## src/multicomp_pkg.sv

```systemverilog
`default_nettype none

package multicomp_pkg;

	// ==============================
	// Core selection
	// ==============================

	localparam int unsigned NUM_CORES = 4;

	// Menu order of the CPU/ROM choices
	typedef enum logic [1:0] {
		CPU_Z80_CPM    = 2'd0,
		CPU_Z80_BASIC  = 2'd1,
		CPU_6502_BASIC = 2'd2,
		CPU_6809_BASIC = 2'd3
	} cpu_sel_t;

	// ==============================
	// Baud rate
	// ==============================

	// Codes 6 and 7 are unused in the menu, treated as 115200
	typedef enum logic [2:0] {
		BAUD_115200 = 3'd0,
		BAUD_38400  = 3'd1,
		BAUD_19200  = 3'd2,
		BAUD_9600   = 3'd3,
		BAUD_4800   = 3'd4,
		BAUD_2400   = 3'd5
	} baud_sel_t;

	// Phase accumulator step for the core UARTs
	typedef logic [15:0] baud_inc_t;

	localparam baud_inc_t BAUD_INC_115200 = 16'd2416;
	localparam baud_inc_t BAUD_INC_38400  = 16'd805;
	localparam baud_inc_t BAUD_INC_19200  = 16'd403;
	localparam baud_inc_t BAUD_INC_9600   = 16'd201;
	localparam baud_inc_t BAUD_INC_4800   = 16'd101;
	localparam baud_inc_t BAUD_INC_2400   = 16'd50;

	// ==============================
	// Timers
	// ==============================

	localparam int unsigned MOUNT_RESET_CYCLES = 65535;
	localparam int unsigned INIT_HOLD_CYCLES   = 50000;
	localparam int unsigned SD_ACT_CYCLES      = 1000000;

	// Counter widths sized to their limits
	localparam int unsigned MOUNT_CNT_W = $clog2(MOUNT_RESET_CYCLES + 1);
	localparam int unsigned INIT_CNT_W  = $clog2(INIT_HOLD_CYCLES + 1);
	localparam int unsigned ACT_CNT_W   = $clog2(SD_ACT_CYCLES + 1);

	// ==============================
	// Bundles
	// ==============================

	// Menu configuration, held steady by the host
	typedef struct packed {
		logic      reset_req;
		cpu_sel_t  cpu;
		baud_sel_t baud;
		logic      user_port;
		logic      flow_en;
		logic      reset_on_mount;
	} menu_cfg_t;

	typedef struct packed {
		logic cs_n;
		logic sck;
		logic mosi;
	} spi_t;

	// Outputs of one CPU core
	typedef struct packed {
		spi_t spi;
		logic txd;
		logic rts;
		logic drive_led;
	} core_out_t;

	// Console UART output pins
	typedef struct packed {
		logic txd;
		logic rts;
	} serial_pins_t;

endpackage

`default_nettype wire

```

## src/reset_ctrl.sv

```systemverilog
`timescale 1ns/1ps
`default_nettype none

module reset_ctrl import multicomp_pkg::*; (
	input  wire       clk_sys,
	input  wire       RESET,
	input  wire       user_button,
	input  menu_cfg_t cfg,
	input  wire       img_mounted,
	output logic      sys_reset
);

	// Stretch flag and its cycle counter
	logic                   mount_rst;
	logic [MOUNT_CNT_W-1:0] mount_cnt;

	// Mount stretcher
	// Flag rises on the edge after the strobe
	// Held for MOUNT_RESET_CYCLES + 1 cycles in total
	always_ff @(posedge clk_sys) begin
		if (RESET) begin
			mount_rst <= 1'b0;
			mount_cnt <= '0;
		end else if (img_mounted && cfg.reset_on_mount) begin
			// A new mount restarts the count
			mount_rst <= 1'b1;
			mount_cnt <= '0;
		end else if (mount_rst) begin
			if (mount_cnt != MOUNT_CNT_W'(MOUNT_RESET_CYCLES)) begin
				mount_cnt <= mount_cnt + 1'b1;
			end else begin
				mount_rst <= 1'b0;
			end
		end
	end

	// Combine all reset sources
	// Hard reset, menu reset, board button, mount stretch
	always_comb begin
		sys_reset = RESET | cfg.reset_req | user_button | mount_rst;
	end

endmodule

`default_nettype wire

```

## src/core_select.sv

```systemverilog
`timescale 1ns/1ps
`default_nettype none

module core_select import multicomp_pkg::*; (
	input  wire                  sys_reset,
	input  menu_cfg_t            cfg,
	input  core_out_t            core_out [NUM_CORES],
	output logic [NUM_CORES-1:0] core_run,
	output baud_inc_t            baud_inc,
	output core_out_t            sel_out
);

	// ==============================
	// Run enables
	// ==============================

	// One core runs, the rest sit in reset
	// All held off during system reset
	always_comb begin
		for (int i = 0; i < NUM_CORES; i++) begin
			core_run[i] = !sys_reset && (cfg.cpu == cpu_sel_t'(i));
		end
	end

	// ==============================
	// Baud increment table
	// ==============================

	always_comb begin
		case (cfg.baud)
			BAUD_115200: begin
				baud_inc = BAUD_INC_115200;
			end
			BAUD_38400: begin
				baud_inc = BAUD_INC_38400;
			end
			BAUD_19200: begin
				baud_inc = BAUD_INC_19200;
			end
			BAUD_9600: begin
				baud_inc = BAUD_INC_9600;
			end
			BAUD_4800: begin
				baud_inc = BAUD_INC_4800;
			end
			BAUD_2400: begin
				baud_inc = BAUD_INC_2400;
			end
			// Unused codes fall back to the fastest rate
			default: begin
				baud_inc = BAUD_INC_115200;
			end
		endcase
	end

	// ==============================
	// Output mux
	// ==============================

	// Bundle of the chosen core, SPI, serial and LED together
	always_comb begin
		sel_out = core_out[cfg.cpu];
	end

endmodule

`default_nettype wire

```

## src/sd_route.sv

```systemverilog
`timescale 1ns/1ps
`default_nettype none

module sd_route import multicomp_pkg::*; (
	input  wire  clk_sys,
	input  wire  RESET,
	input  wire  img_mounted,
	input  wire  img_size_nz,
	input  spi_t sel_spi,
	input  wire  sd_miso_pin,
	input  wire  vsd_miso,
	output spi_t sd_pin,
	output spi_t vsd_spi,
	output logic sd_miso_core,
	output logic sd_active,
	output logic vsd_sel
);

	logic                 old_mosi;
	logic                 old_miso;
	logic                 spi_edge;
	logic [ACT_CNT_W-1:0] act_cnt;

	// Card choice latched on each mount
	// Only a hard reset goes back to the physical slot
	always_ff @(posedge clk_sys) begin
		if (RESET) begin
			vsd_sel <= 1'b0;
		end else if (img_mounted) begin
			vsd_sel <= img_size_nz;
		end
	end

	// ==============================
	// SPI routing
	// ==============================

	always_comb begin
		// Physical slot idles while the image card is in use
		sd_pin.cs_n  = sel_spi.cs_n | vsd_sel;
		sd_pin.sck   = sel_spi.sck & ~vsd_sel;
		sd_pin.mosi  = sel_spi.mosi & ~vsd_sel;
		// Image card deselected otherwise
		vsd_spi.cs_n = sel_spi.cs_n | ~vsd_sel;
		vsd_spi.sck  = sel_spi.sck;
		vsd_spi.mosi = sel_spi.mosi;
		// MISO from whichever side is active
		sd_miso_core = vsd_sel ? vsd_miso : sd_miso_pin;
	end

	// ==============================
	// Activity indicator
	// ==============================

	// Toggle detect on both data lines
	always_ff @(posedge clk_sys) begin
		old_mosi <= sel_spi.mosi;
		old_miso <= sd_miso_core;
	end

	assign spi_edge = (old_mosi ^ sel_spi.mosi) | (old_miso ^ sd_miso_core);

	// Hold counter restarts on every data edge
	always_ff @(posedge clk_sys) begin
		if (RESET) begin
			act_cnt   <= '0;
			sd_active <= 1'b0;
		end else begin
			sd_active <= act_cnt < ACT_CNT_W'(SD_ACT_CYCLES);
			if (spi_edge) begin
				act_cnt <= '0;
			end else if (act_cnt < ACT_CNT_W'(SD_ACT_CYCLES)) begin
				act_cnt <= act_cnt + 1'b1;
			end
		end
	end

endmodule

`default_nettype wire

```

## src/serial_route.sv

```systemverilog
`timescale 1ns/1ps
`default_nettype none

module serial_route import multicomp_pkg::*; (
	input  wire          clk_sys,
	input  wire          sys_reset,
	input  menu_cfg_t    cfg,
	input  wire          sel_txd,
	input  wire          sel_rts,
	input  wire          uart_rxd,
	input  wire          uart_cts,
	input  wire  [6:0]   user_in,
	output logic         serial_rx,
	output logic         serial_cts,
	output serial_pins_t uart_pins,
	output logic [6:0]   user_out
);

	logic                  init_done;
	logic [INIT_CNT_W-1:0] init_cnt;
	logic                  user_flow;

	// ==============================
	// CTS start-up hold-off
	// ==============================

	// Counts up after every reset
	// Done INIT_HOLD_CYCLES + 1 cycles after reset falls
	always_ff @(posedge clk_sys) begin
		if (sys_reset) begin
			init_done <= 1'b0;
			init_cnt  <= '0;
		end else if (!init_done) begin
			if (init_cnt == INIT_CNT_W'(INIT_HOLD_CYCLES)) begin
				init_done <= 1'b1;
			end else begin
				init_cnt <= init_cnt + 1'b1;
			end
		end
	end

	// Flow control active on the user port
	assign user_flow = cfg.user_port && cfg.flow_en;

	// ==============================
	// Pin routing
	// ==============================

	always_comb begin
		// User port RX sits on bit 0
		serial_rx = cfg.user_port ? user_in[0] : uart_rxd;

		// CTS low while disabled or still holding off
		serial_cts = 1'b0;
		if (cfg.flow_en && init_done) begin
			serial_cts = cfg.user_port ? user_in[3] : uart_cts;
		end

		// Console pins idle high when not in use
		uart_pins.txd = cfg.user_port ? 1'b1 : sel_txd;
		uart_pins.rts = (cfg.user_port || !cfg.flow_en) ? 1'b1 : sel_rts;

		// User port, open drain, 1 releases the line
		user_out[0]   = cfg.user_port;
		user_out[1]   = cfg.user_port ? sel_txd : 1'b1;
		user_out[2]   = user_flow ? sel_rts : 1'b1;
		user_out[3]   = user_flow;
		user_out[6:4] = 3'b000;
	end

endmodule

`default_nettype wire

```

## src/multicomp_glue.sv

```systemverilog
`timescale 1ns/1ps
`default_nettype none

module multicomp_glue import multicomp_pkg::*; (
	input  wire                  clk_sys,
	input  wire                  RESET,
	input  wire                  user_button,
	input  menu_cfg_t            cfg,
	input  wire                  img_mounted,
	input  wire                  img_size_nz,
	input  core_out_t            core_out [NUM_CORES],
	input  wire                  sd_miso_pin,
	input  wire                  vsd_miso,
	input  wire                  uart_rxd,
	input  wire                  uart_cts,
	input  wire  [6:0]           user_in,
	output logic [NUM_CORES-1:0] core_run,
	output baud_inc_t            baud_inc,
	output logic                 sd_miso_core,
	output logic                 serial_rx,
	output logic                 serial_cts,
	output spi_t                 sd_pin,
	output spi_t                 vsd_spi,
	output serial_pins_t         uart_pins,
	output logic [6:0]           user_out,
	output logic                 drive_led,
	output logic                 sd_active,
	output logic                 vsd_sel
);

	// Combined reset for cores and serial
	logic      sys_reset;
	// Outputs of the running core
	core_out_t sel_out;

	// ==============================
	// Reset and core control
	// ==============================

	reset_ctrl u_reset_ctrl (
		.clk_sys     (clk_sys),
		.RESET       (RESET),
		.user_button (user_button),
		.cfg         (cfg),
		.img_mounted (img_mounted),
		.sys_reset   (sys_reset)
	);

	core_select u_core_select (
		.sys_reset (sys_reset),
		.cfg       (cfg),
		.core_out  (core_out),
		.core_run  (core_run),
		.baud_inc  (baud_inc),
		.sel_out   (sel_out)
	);

	assign drive_led = sel_out.drive_led;

	// ==============================
	// Pin routing
	// ==============================

	// Hard reset only, card choice survives soft resets
	sd_route u_sd_route (
		.clk_sys      (clk_sys),
		.RESET        (RESET),
		.img_mounted  (img_mounted),
		.img_size_nz  (img_size_nz),
		.sel_spi      (sel_out.spi),
		.sd_miso_pin  (sd_miso_pin),
		.vsd_miso     (vsd_miso),
		.sd_pin       (sd_pin),
		.vsd_spi      (vsd_spi),
		.sd_miso_core (sd_miso_core),
		.sd_active    (sd_active),
		.vsd_sel      (vsd_sel)
	);

	serial_route u_serial_route (
		.clk_sys    (clk_sys),
		.sys_reset  (sys_reset),
		.cfg        (cfg),
		.sel_txd    (sel_out.txd),
		.sel_rts    (sel_out.rts),
		.uart_rxd   (uart_rxd),
		.uart_cts   (uart_cts),
		.user_in    (user_in),
		.serial_rx  (serial_rx),
		.serial_cts (serial_cts),
		.uart_pins  (uart_pins),
		.user_out   (user_out)
	);

endmodule

`default_nettype wire

```

## config.mk

```make
export PLATFORM = sky130hd
export DESIGN_NAME = multicomp_glue
export DESIGN_NICKNAME = d
export VERILOG_FILES = /design/src/multicomp_pkg.sv /design/src/reset_ctrl.sv /design/src/core_select.sv /design/src/sd_route.sv /design/src/serial_route.sv /design/src/multicomp_glue.sv
export SDC_FILE = /design/constraint.sdc
export NUM_CORES = 1
export LEC_CHECK = 0
export CELL_PAD_IN_SITES_DETAIL_PLACEMENT = 0
export CELL_PAD_IN_SITES_GLOBAL_PLACEMENT = 2
export CORE_MARGIN = 2
export CORE_UTILIZATION = 30
export DETAILED_ROUTE_END_ITERATION = 12
export DONT_BUFFER_PORTS = 1
export PLACE_DENSITY_LB_ADDON = 0.1
export REMOVE_ABC_BUFFERS = 1
export SLEW_MARGIN = 20
export SYNTH_ARGS = -nofsm -noshare
export SYNTH_HDL_FRONTEND = slang
export SYNTH_HIERARCHICAL = 1
export SYNTH_SLANG_ARGS = --single-unit
export TNS_END_PERCENT = 10
```

## constraint.sdc

```tcl
create_clock -name clk_sys -period 4.81 [get_ports clk_sys]
set_input_delay 0.962 -clock clk_sys [delete_from_list [all_inputs] [get_ports clk_sys]]
set_output_delay 0.962 -clock clk_sys [all_outputs]
set_load 0.01 [all_outputs]
```

==> results of run 1 <==
[final cells by class]
| type | count | area (µm²) |
|---|---|---|
| fillers | 1129 | 7297 |
| inverters | 9 | 33.78 |
| flip-flops and latches | 58 | 1161 |
| clock buffers | 14 | 172.7 |
| multi-input cells | 300 | 2031 |
| well taps | 140 | 175.2 |
| clock inverters | 2 | 10.01 |
| repair buffers | 1 | 7.507 |
[through the flow]
stage / hold slack [ns] / instances / setup slack, ns / total power, mW / utilization [%]
after floorplan: 0.4364 / 367 / 1.622 / 0.5579 / -
after global placement: 0.4747 / 508 / 1.452 / 0.5723 / 31.30
after detailed placement: 0.4818 / 508 / 1.439 / 0.5725 / 31.30
after CTS: 0.4940 / 524 / 1.436 / 1.016 / 32.98
after global routing: 0.5413 / 524 / 1.397 / 1.044 / 32.98
final: 0.4946 / 524 / 1.472 / 0.9896 / 32.98
[logic make-up after synthesis]
family | share of synthesized area, %
simple gates | 31.67
compound gates | 14.68
flops | 34.50
buf+inv | 6.022
mux | 7.509
xor+xnor | 3.903
fa+ha+maj | 1.487
other cells | 0.2231
[metal layers]
metal  global-route usage (%)  vias to the layer above  wire length, µm
met4                    5.244                        0              143
met5                        0                        -                0
li1                         -                     1416                -
met3                    5.631                       13              367
met2                    22.57                       49             3706
met1                    17.82                     1309             3858
[tightest hold or removal path, cell delays in order, from the launching register on]
cell and delay, ns:
dfxtp_1 0.33, o31ai_1 0.07, a21oi_1 0.05
[power groups by stage]
stage	Clock (mW)	Combinational, mW	Sequential [mW]
global route	0.475	0.0746	0.494
CTS	0.454	0.0685	0.493
floorplan	0	0.0559	0.502
detailed placement	0	0.0685	0.504
finish	0.430	0.0669	0.493
global placement	0	0.0682	0.504
[final timing paths]
path,from,endpoint,slack (ns),cells after the start
setup / recovery,cfg[8],core_run[2],1.47,2
hold / removal,u_sd_route/act_cnt[5],u_sd_route/act_cnt[5],0.49,2
setup reg to reg,u_reset_ctrl/mount_cnt[0],u_reset_ctrl/mount_cnt[3],2.54,5
hold reg to reg,u_sd_route/act_cnt[5],u_sd_route/act_cnt[5],0.49,2
[layout by cell type, fill, tap and decap left out, types with 6 or more instances in the layout]
cell type / netlist / final
dfxtp_1: 58 / 58
nor2_1: 38 / 38
a21oi_1: 30 / 30
nand2_1: 23 / 23
nand3_1: 16 / 16
o21ai_0: 15 / 15
or3_1: 15 / 15
clkbuf_8: 0 / 12
nand4_1: 12 / 12
or4_1: 12 / 12
nor3_1: 10 / 10
xnor2_1: 10 / 10
inv_1: 9 / 9
o31ai_1: 9 / 9
conb_1: 2 / 8
nand2b_1: 8 / 8
mux4_2: 6 / 6
a31oi_1: 6 / 6
==> Flow_metrics.wiki, run 1 <==
{| class="wikitable"
! Metric !! Value
|-
| Result of the run || finished, final reports clean
|-
| Arrival @ worst endpoint || around 2.4 ns
|-
| Number of search-and-repair iterations in the first detailed-routing pass || 4
|-
| Final HPWL DP || ~5700 µm
|-
| Net count reported at finish || around 430
|-
| Area of the die || between 0.01 and 0.015 mm²
|-
| Insertion delay to the later sink of the worst-skew pair || around 0.35 ns
|-
| Required arrival time at the worst endpoint || just under 4 ns
|-
| Path class of the lowest-slack min-delay path || reg -> reg
|-
| Minimum clock period || between 3 and 4 ns
|-
| Average cell area after synthesis || between 8 and 9 µm²
|-
| Clock Skews || approximately 0.0070 ns
|-
| Crit Path Class || in -> out
|-
| Number of distinct library cells after synthesis || 65
|-
| Count of vias placed by the detailed router || ~2800
|-
| Clock transition at the register clock pins on the worst setup and hold paths after CTS || roughly 0.070 ns
|-
| Peak VDD IR || between 0.15 and 0.2 mV
|-
| Max-slew headroom at the worst pin || a little under two fifths
|-
| Number of cell rows || 38
|-
| #FFs+latches synth || 58
|-
| Critical path startpoint category || input pin
|-
| Number of max-cap violations || 0
|-
| P_sw || roughly 0.25 mW
|-
| Instance count of the mapped netlist || ~390
|-
| Detailed-route wire length || around 8000 µm
|-
| Number of setup buffers added after CTS || 0
|-
| Dominant cell by count in the synthesized netlist || dfxtp_1
|-
| Leakage component of the power || 1.145 nW
|-
| Series of cell instances along the critical path || or4_2 -> nor3b_1
|-
| Largest registers || u_sd_route/act_cnt x20, u_reset_ctrl/mount_cnt x16, u_serial_route/init_cnt x16
|-
| Number of setup violations in the final report || 0
|-
| Wire length of the first global-routing pass || 13250 µm
|-
| Buffers from clock root to sink, at most || 2
|-
| Summed negative setup slack over all endpoints || 0 ns
|-
| Largest reg by FF count || u_sd_route/act_cnt
|-
| Leading register cell type out of synthesis || dfxtp_1
|-
| Drt first-iter violations || ~130
|-
| Placed standard-cell area || about 0.0034 mm²
|-
| Portion of synthesized cell area occupied by the leading cell type || between 30% and 40%
|-
| Max-slew violation total from the final report || 0
|-
| Net Sw Frac || approximately 25%
|-
| Number of cells upsized or downsized after cts || 0
|-
| Critical path buffers and inverters || 0
|-
| Hold buffer count at CTS || 0
|-
| Number of global-route vias before repair || roughly 2600
|-
| Mean routed wirelength per cell || ~15 µm
|-
| Slowest cell on the critical path || or4_2
|-
| GPL Wtd Cong || 0.7716
|-
| Via density per instance || between 5 and 6
|-
| Pin count of the biggest net entering global routing || 28
|-
| Ratio of total power to cell area || approximately 280 mW/mm²
|-
| Dominant cells by area after synthesis || dfxtp_1, a21oi_1, nor2_1
|-
| Initial antenna violation count || 0
|-
| Number of clock sinks seen by CTS || 58
|-
| Num ports || 90
|-
| Share of the yosys chip area belonging to registers || 34.50%
|-
| TritonCTS clock tree || yes
|-
| Ranking of synthesized cells by instance count || dfxtp_1, nor2_1, a21oi_1, nand2_1, nand3_1
|-
| Port Buffers || 0
|-
| Final worst path period share || between 60% and 70%
|-
| Flip-flop count of the largest register, all copies and words added || 20
|-
| Clock buffers created by TritonCTS || 9
|-
| Antenna diode instance count || 0
|-
| Aggregate global routing overflow || 0
|-
| EDFF count, synth || 0
|-
| Unrepaired setup endpoints after global routing || false
|-
| Fraction of final layout cells sized beyond drive strength 1 || 11.98%
|-
| Async SR Flop Fraction || 0%
|-
| Share of total power in the clock network || between 40 and 50%
|-
| GRT Overall Usage || between 10% and 20%
|-
| Core Footprint || approximately 0.011 mm²
|-
| Achievable clock frequency || 299.5 MHz
|-
| Cell type with the largest total area after synthesis || dfxtp_1
|-
| Residual DRC count || 0
|-
| Clock H-tree levels || 3
|-
| Actual transition at the worst max-transition pin || 0.9342 ns
|-
| Number of hold violations in the final report || 0
|-
| Syn Std Cell Area || approximately 0.0034 mm²
|-
| Proportion of power drawn by flip-flops and latches || between 40% and 50%
|-
| Delay of the slowest cell on the worst path || between 0.9 and 1 ns
|-
| Combinational share of power || 6.8%
|-
| Internal power consumption || about 0.74 mW
|-
| Sort of element at the end of the critical path || primary output
|-
| Starting Density || between 30% and 40%
|-
| Count of antenna-violating nets left after detailed routing || 0
|-
| Syn-to-layout area delta || 6.691%
|-
| Master cell of the clock root buffer || clkbuf_8
|-
| YS warnings || 6
|-
| Die height || between 100 and 150 µm
|-
| Width of the die || 109.9 µm
|-
| Family with the most delay on the worst path || simple AND/OR/NAND/NOR gates
|-
| Maximum fanout encountered on the critical timing path || 27
|-
| Final Cell Area || about 0.0036 mm²
|}
(Power assumes the default switching activity.)
==> inputs of run 2 (changes only) <==
==> constraint.sdc (replaced) <==
create_clock -name clk_sys -period 3.42 [get_ports clk_sys]
set_input_delay 0.684 -clock clk_sys [delete_from_list [all_inputs] [get_ports clk_sys]]
set_output_delay 0.684 -clock clk_sys [all_outputs]
set_load 0.01 [all_outputs]
==> Flow_metrics.wiki, run 2 (synthesized netlist as in run 1, its figures left out) <==
{| class="wikitable"
! Metric !! Value
|-
| Master cell of the clock root buffer || clkbuf_8
|-
| TritonCTS clock tree || yes
|-
| Max-slew headroom at the worst pin || 41.03% (+4.0 points)
|-
| Number of global-route vias before repair || 2723 (+3.7%)
|-
| Slowest cell on the critical path || or4_2
|-
| Final worst path period share || approximately three quarters
|-
| Critical path buffers and inverters || 0 (unchanged)
|-
| Fraction of final layout cells sized beyond drive strength 1 || 12.44% (+0.46 points)
|-
| Cells after DPL || 510 (+0.39%)
|-
| Achievable clock frequency || roughly 400 MHz
|-
| Antenna diode instance count || 0 (unchanged)
|-
| Most frequent cells in the layout || dfxtp_1, nor2_1, a21oi_1
|-
| Pin count of the biggest net entering global routing || 26 (-7.1%)
|-
| Series of cell instances along the critical path || or4_2 -> nor3b_1
|-
| Minimum clock period || around 2.5 ns
|-
| Die height || 109.9 µm (unchanged)
|-
| Syn-to-layout area delta || 7.138%
|-
| Footprint of the multi-input gates || 0.002031 mm² (unchanged)
|-
| Core Footprint || 0.01089 mm² (unchanged)
|-
| Actual transition at the worst max-transition pin || 0.8749 ns (-0.05931 ns)
|-
| Max-slew violation total from the final report || 0 (unchanged)
|-
| Hold buffer count at CTS || 0 (unchanged)
|-
| Maximum fanout encountered on the critical timing path || 7 (-74%)
|-
| Flip-flop count of the largest register, all copies and words added || 20 (unchanged)
|-
| Count of vias placed by the detailed router || 2827 (+1.4%)
|-
| Commonest non-fill, non-tap cell in the layout || dfxtp_1
|-
| Sort of element at the end of the critical path || primary output
|-
| Port Buffers || 0 (unchanged)
|-
| Filler Cell Count || 1143 (+1.2%)
|-
| Number of max-cap violations || 0 (unchanged)
|-
| Detailed-route wire length || 8047 µm (-0.35%)
|-
| Clock H-tree levels || 3 (unchanged)
|-
| Number of setup buffers added after CTS || 0 (unchanged)
|-
| Largest registers || u_sd_route/act_cnt x20, u_reset_ctrl/mount_cnt x16, u_serial_route/init_cnt x16
|-
| Clock buffers created by TritonCTS || 9 (unchanged)
|-
| Ratio of total power to cell area || 385.1 mW/mm² (+40%)
|-
| Seq. cell area || 0.001161 mm² (unchanged)
|-
| Number of setup violations in the final report || 0 (unchanged)
|-
| Num ports || 90 (unchanged)
|-
| Starting Density || 30.91% (unchanged)
|-
| Number of cells upsized or downsized after cts || 0 (unchanged)
|-
| Area of the die || 0.01208 mm² (unchanged)
|-
| Count of antenna-violating nets left after detailed routing || 0 (unchanged)
|-
| Final HPWL DP || 5785 µm (+0.86%)
|-
| GPL Wtd Cong || 0.7839 (+1.6%)
|-
| Number of hold violations in the final report || 0 (unchanged)
|-
| Result of the run || finished, final reports clean
|-
| Clock transition at the register clock pins on the worst setup and hold paths after CTS || 0.07 ns (about the same)
|-
| Peak VDD IR || 0.1963 mV (+9.6%)
|-
| Mean routed wirelength per cell || 15.30 µm (-0.73%)
|-
| Summed negative setup slack over all endpoints || 0 ns (unchanged)
|-
| Unrepaired setup endpoints after global routing || false
|-
| GRT Overall Usage || 14.52% (+0.13 points)
|-
| Family with the most delay on the worst path || simple AND/OR/NAND/NOR gates
|-
| Buffers from clock root to sink, at most || 2 (unchanged)
|-
| Largest reg by FF count || u_sd_route/act_cnt
|-
| Aggregate global routing overflow || 0 (unchanged)
|-
| Required arrival time at the worst endpoint || 2.74 ns (-1.11 ns)
|-
| Drt first-iter violations || 113 (-10%)
|-
| Residual DRC count || 0 (unchanged)
|-
| Arrival @ worst endpoint || 1.84 ns (-0.54 ns)
|-
| Via density per instance || 5.375 (+1.0%)
|-
| Net count reported at finish || 434 (+0.46%)
|-
| Leakage component of the power || 1.154 nW (+0.75%)
|-
| Number of non-filler instances in the completed layout || 526 (+0.38%)
|-
| Critical path startpoint category || flip-flop
|-
| Initial antenna violation count || 0 (unchanged)
|-
| Wire length of the first global-routing pass || 13390 µm (+1.0%)
|-
| Number of cell rows || 38 (unchanged)
|-
| Clock Skews || 0.008511 ns (+0.001497 ns)
|-
| Width of the die || 109.9 µm (unchanged)
|-
| Crit Path Class || reg -> out
|-
| Number of search-and-repair iterations in the first detailed-routing pass || 4 (unchanged)
|-
| Path class of the lowest-slack min-delay path || in -> reg
|-
| Insertion delay to the later sink of the worst-skew pair || 0.35 ns (about the same)
|-
| Number of clock sinks seen by CTS || 58 (unchanged)
|-
| Delay of the slowest cell on the worst path || 0.66 ns (-0.29 ns)
|}
run 2: area by class of cell:
type / instances / share of cell area (%)
Clock inverter: 2 / 0.2776
Sequential cell: 58 / 32.20
Timing Repair Buffer: 3 / 0.6246
Tap cell: 140 / 4.858
Multi-Input combinational cell: 300 / 56.32
Clock buffer: 14 / 4.788
Inverter: 9 / 0.9368
run 2: worst paths after layout:
| kind | startpoint | to | slack [ns] | cells after the start |
|---|---|---|---|---|
| hold reg to reg | u_sd_route/act_cnt[19] | u_sd_route/act_cnt[19] | 0.49 | 2 |
| setup / recovery | u_reset_ctrl/mount_rst | core_run[1] | 0.90 | 2 |
| hold / removal | RESET | u_reset_ctrl/mount_rst | 0.39 | 1 |
| setup reg to reg | u_reset_ctrl/mount_cnt[0] | u_reset_ctrl/mount_cnt[3] | 1.20 | 5 |
run 2: metal layers:
| metal | wire, µm | GRT usage (%) | part of all wire [%] | vias to the layer above |
|---|---|---|---|---|
| met5 | 0 | 0 | 0 | - |
| met4 | 113 | 5.063 | 1.4 | 0 |
| met3 | 446 | 5.691 | 5.5 | 11 |
| met2 | 3753 | 23.27 | 47 | 52 |
| met1 | 3734 | 17.66 | 46 | 1347 |
| li1 | - | - | - | 1417 |
run 2: metrics by stage:
step	setup slack, ns	cell area [µm²]	hold slack (ns)	power [mW]	utilization [%]
2_1_floorplan	0.7885	3219	0.4364	0.7846	-
3_3_place_gp	0.9268	3423	0.4767	0.8073	31.44
3_5_place_dp	0.9084	3423	0.4808	0.8077	31.44
4_1_cts	0.8757	3606	0.3685	1.423	33.12
5_1_grt	0.8256	3606	0.3663	1.454	33.12
6_report	0.8954	3606	0.3934	1.389	33.12
run 2: power breakdown:
part / switching, mW / internal (mW)
logic: 0.0576 / 0.0393
registers: 0.0103 / 0.683
clock network: 0.278 / 0.320
total: 0.346 / 1.04
==> inputs of run 3 (changes only) <==
==> constraint.sdc (replaced) <==
create_clock -name clk_sys -period 2.4 [get_ports clk_sys]
set_input_delay 0.48 -clock clk_sys [delete_from_list [all_inputs] [get_ports clk_sys]]
set_output_delay 0.48 -clock clk_sys [all_outputs]
set_load 0.01 [all_outputs]
==> Flow_metrics.wiki, run 3 (synthesized netlist as in run 1, its figures left out) <==
{| class="wikitable"
! Metric !! Value
|-
| Result of the run || finished, final reports clean
|-
| Leakage component of the power || 1.175 nW (+1.8%)
|-
| Minimum clock period || about 2.3 ns
|-
| Max-slew violation total from the final report || 0 (unchanged)
|-
| Count of antenna-violating nets left after detailed routing || 0 (unchanged)
|-
| Worst Hold Slack || 0.1993 ns (-0.1942 ns)
|-
| Proportion of power drawn by flip-flops and latches || 51.2% (+1.3 points)
|-
| Sort of element at the end of the critical path || primary output
|-
| Net count reported at finish || 440 (+1.4%)
|-
| Number of setup buffers added after CTS || 0 (unchanged)
|-
| Clock transition at the register clock pins on the worst setup and hold paths after CTS || 0.07 ns (about the same)
|-
| Wire length of the first global-routing pass || 13650 µm (+1.9%)
|-
| Number of cells upsized or downsized after cts || 0 (unchanged)
|-
| Share of total power in the clock network || 41.2% (-1.9 points)
|-
| Internal power consumption || 1.431 mW (+37%)
|-
| Final Cell Area || 0.003632 mm² (+0.73%)
|-
| Buffers from clock root to sink, at most || 2 (unchanged)
|-
| Final worst path period share || roughly 95%
|-
| Number of max-cap violations || 0 (unchanged)
|-
| GPL Wtd Cong || 0.7879 (+0.51%)
|-
| Antenna diode instance count || 0 (unchanged)
|-
| Initial antenna violation count || 0 (unchanged)
|-
| Largest reg by FF count || u_sd_route/act_cnt
|-
| Final worst-path setup slack || 0.1265 ns (-0.7689 ns)
|-
| Insertion delay to the later sink of the worst-skew pair || 0.34 ns (about the same)
|-
| Number of search-and-repair iterations in the first detailed-routing pass || 4 (unchanged)
|-
| Number of cell rows || 38 (unchanged)
|-
| Required arrival time at the worst endpoint || 1.92 ns (-0.82 ns)
|-
| Number of hold violations in the final report || 0 (unchanged)
|-
| Mean routed wirelength per cell || 15.59 µm (+1.9%)
|-
| Num ports || 90 (unchanged)
|-
| Cells after DPL || 516 (+1.2%)
|-
| Path class of the lowest-slack min-delay path || in -> reg
|-
| Net Sw Frac || 25.63% (+0.73 points)
|-
| Drt first-iter violations || 141 (+25%)
|-
| Area of the die || 0.01208 mm² (unchanged)
|-
| Fraction of final layout cells sized beyond drive strength 1 || 13.52% (+1.1 points)
|-
| Flip-flop count of the largest register, all copies and words added || 20 (unchanged)
|-
| Number of global-route vias before repair || 2652 (-2.6%)
|-
| Via density per instance || 5.387 (+0.24%)
|-
| Count of vias placed by the detailed router || 2866 (+1.4%)
|-
| Post-layout power || 1.925 mW (+39%)
|-
| Crit Path Class || reg -> out
|-
| Actual transition at the worst max-transition pin || 0.6667 ns (-0.2083 ns)
|-
| Largest registers || u_sd_route/act_cnt x20, u_reset_ctrl/mount_cnt x16, u_serial_route/init_cnt x16
|-
| TritonCTS clock tree || yes
|-
| Syn-to-layout area delta || 7.918%
|-
| Commonest non-fill, non-tap cell in the layout || dfxtp_1
|-
| Pin count of the biggest net entering global routing || 31 (+19%)
|-
| R2R setup slack || 0.50 ns (-0.70 ns)
|-
| Unrepaired setup endpoints after global routing || false
|-
| Number of non-filler instances in the completed layout || 532 (+1.1%)
|-
| Port Buffers || 0 (unchanged)
|-
| Maximum fanout encountered on the critical timing path || 7 (unchanged)
|-
| Clock H-tree levels || 3 (unchanged)
|-
| Number of setup violations in the final report || 0 (unchanged)
|-
| Fin util || 33.36% (+0.24 points)
|-
| Hold buffer count at CTS || 0 (unchanged)
|-
| Residual DRC count || 0 (unchanged)
|-
| Clock buffers created by TritonCTS || 9 (unchanged)
|-
| Master cell of the clock root buffer || clkbuf_8
|-
| Final HPWL DP || 5989 µm (+3.5%)
|-
| Aggregate global routing overflow || 0 (unchanged)
|-
| Achievable clock frequency || between 400 and 500 MHz
|-
| Arrival @ worst endpoint || 1.79 ns (-0.05 ns)
|-
| Width of the die || 109.9 µm (unchanged)
|-
| Detailed-route wire length || 8294 µm (+3.1%)
|-
| Summed negative setup slack over all endpoints || 0 ns (unchanged)
|-
| Peak VDD IR || 0.2980 mV (+52%)
|-
| Filler Cell Count || 1150 (+0.61%)
|-
| Starting Density || 30.91% (unchanged)
|-
| Worst slack after detailed placement || 0.2885 ns (-0.6200 ns)
|-
| P_sw || 0.4933 mW (+43%)
|-
| Placed standard-cell area || 0.003468 mm² (+1.3%)
|-
| Combinational share of power || 7.5% (+0.5 points)
|-
| GRT Overall Usage || 14.70% (+0.18 points)
|-
| Ratio of total power to cell area || 529.8 mW/mm² (+38%)
|-
| Clock Skews || 0.007318 ns (-0.001193 ns)
|-
| Core Footprint || 0.01089 mm² (unchanged)
|-
| Most frequent cells in the layout || dfxtp_1, nor2_1, a21oi_1
|-
| Number of clock sinks seen by CTS || 58 (unchanged)
|-
| Critical path startpoint category || flip-flop
|-
| Max-slew headroom at the worst pin || 55.56% (+15 points)
|-
| Die height || 109.9 µm (unchanged)
|}
-- run 3: cell types whose count changed in the layout (fill, tap and decap cells not counted) --
| cell | change |
|---|---|
| clkbuf_1 | +1 |
| clkbuf_8 | -2 |
| buf_4 | +6 |
| clkinv_2 | +1 |
-- run 3: final timing paths --
| kind | cells after the start | from | end |
|---|---|---|---|
| setup reg to reg | 5 | u_sd_route/act_cnt[6] | u_sd_route/act_cnt[15] |
| setup / recovery | 3 | u_reset_ctrl/mount_rst | core_run[1] |
| hold reg to reg | 2 | u_sd_route/act_cnt[19] | u_sd_route/act_cnt[19] |
| hold / removal | 1 | RESET | u_reset_ctrl/mount_rst |
-- run 3: cell type report --
class                   count  area [µm²]  area share (%)
well taps                 140       175.2           4.823
multi-input cells         300        2031           55.91
flip-flops and latches     58        1161           31.97
repair buffers              9       67.56           1.860
clock inverters             3       15.01          0.4134
clock buffers              13       148.9           4.099
inverters                   9       33.78          0.9301
-- run 3: metal layers --
| layer | up-vias | track usage (%) | share of wire, % |
|---|---|---|---|
| met5 | - | 0 | 0 |
| met4 | 0 | 3.797 | 0.96 |
| met3 | 6 | 5.631 | 5.6 |
| met2 | 54 | 23.53 | 46 |
| met1 | 1372 | 18.50 | 47 |
| li1 | 1434 | - | - |
-- run 3: worst max-delay path, cell delays in order, from the launching register on --
cell and delay [ns]:
dfxtp_1 0.41, or4_2 0.66, nor3b_1 0.23, buf_4 0.16
-- run 3: power by group through the flow --
stage	Sequential, mW	Combinational (mW)	Clock [mW]
after floorplan	1.01	0.112	0
after global placement	1.01	0.146	0
after detailed placement	1.01	0.147	0
after CTS	0.986	0.147	0.831
after global routing	0.987	0.162	0.865
final	0.986	0.145	0.794
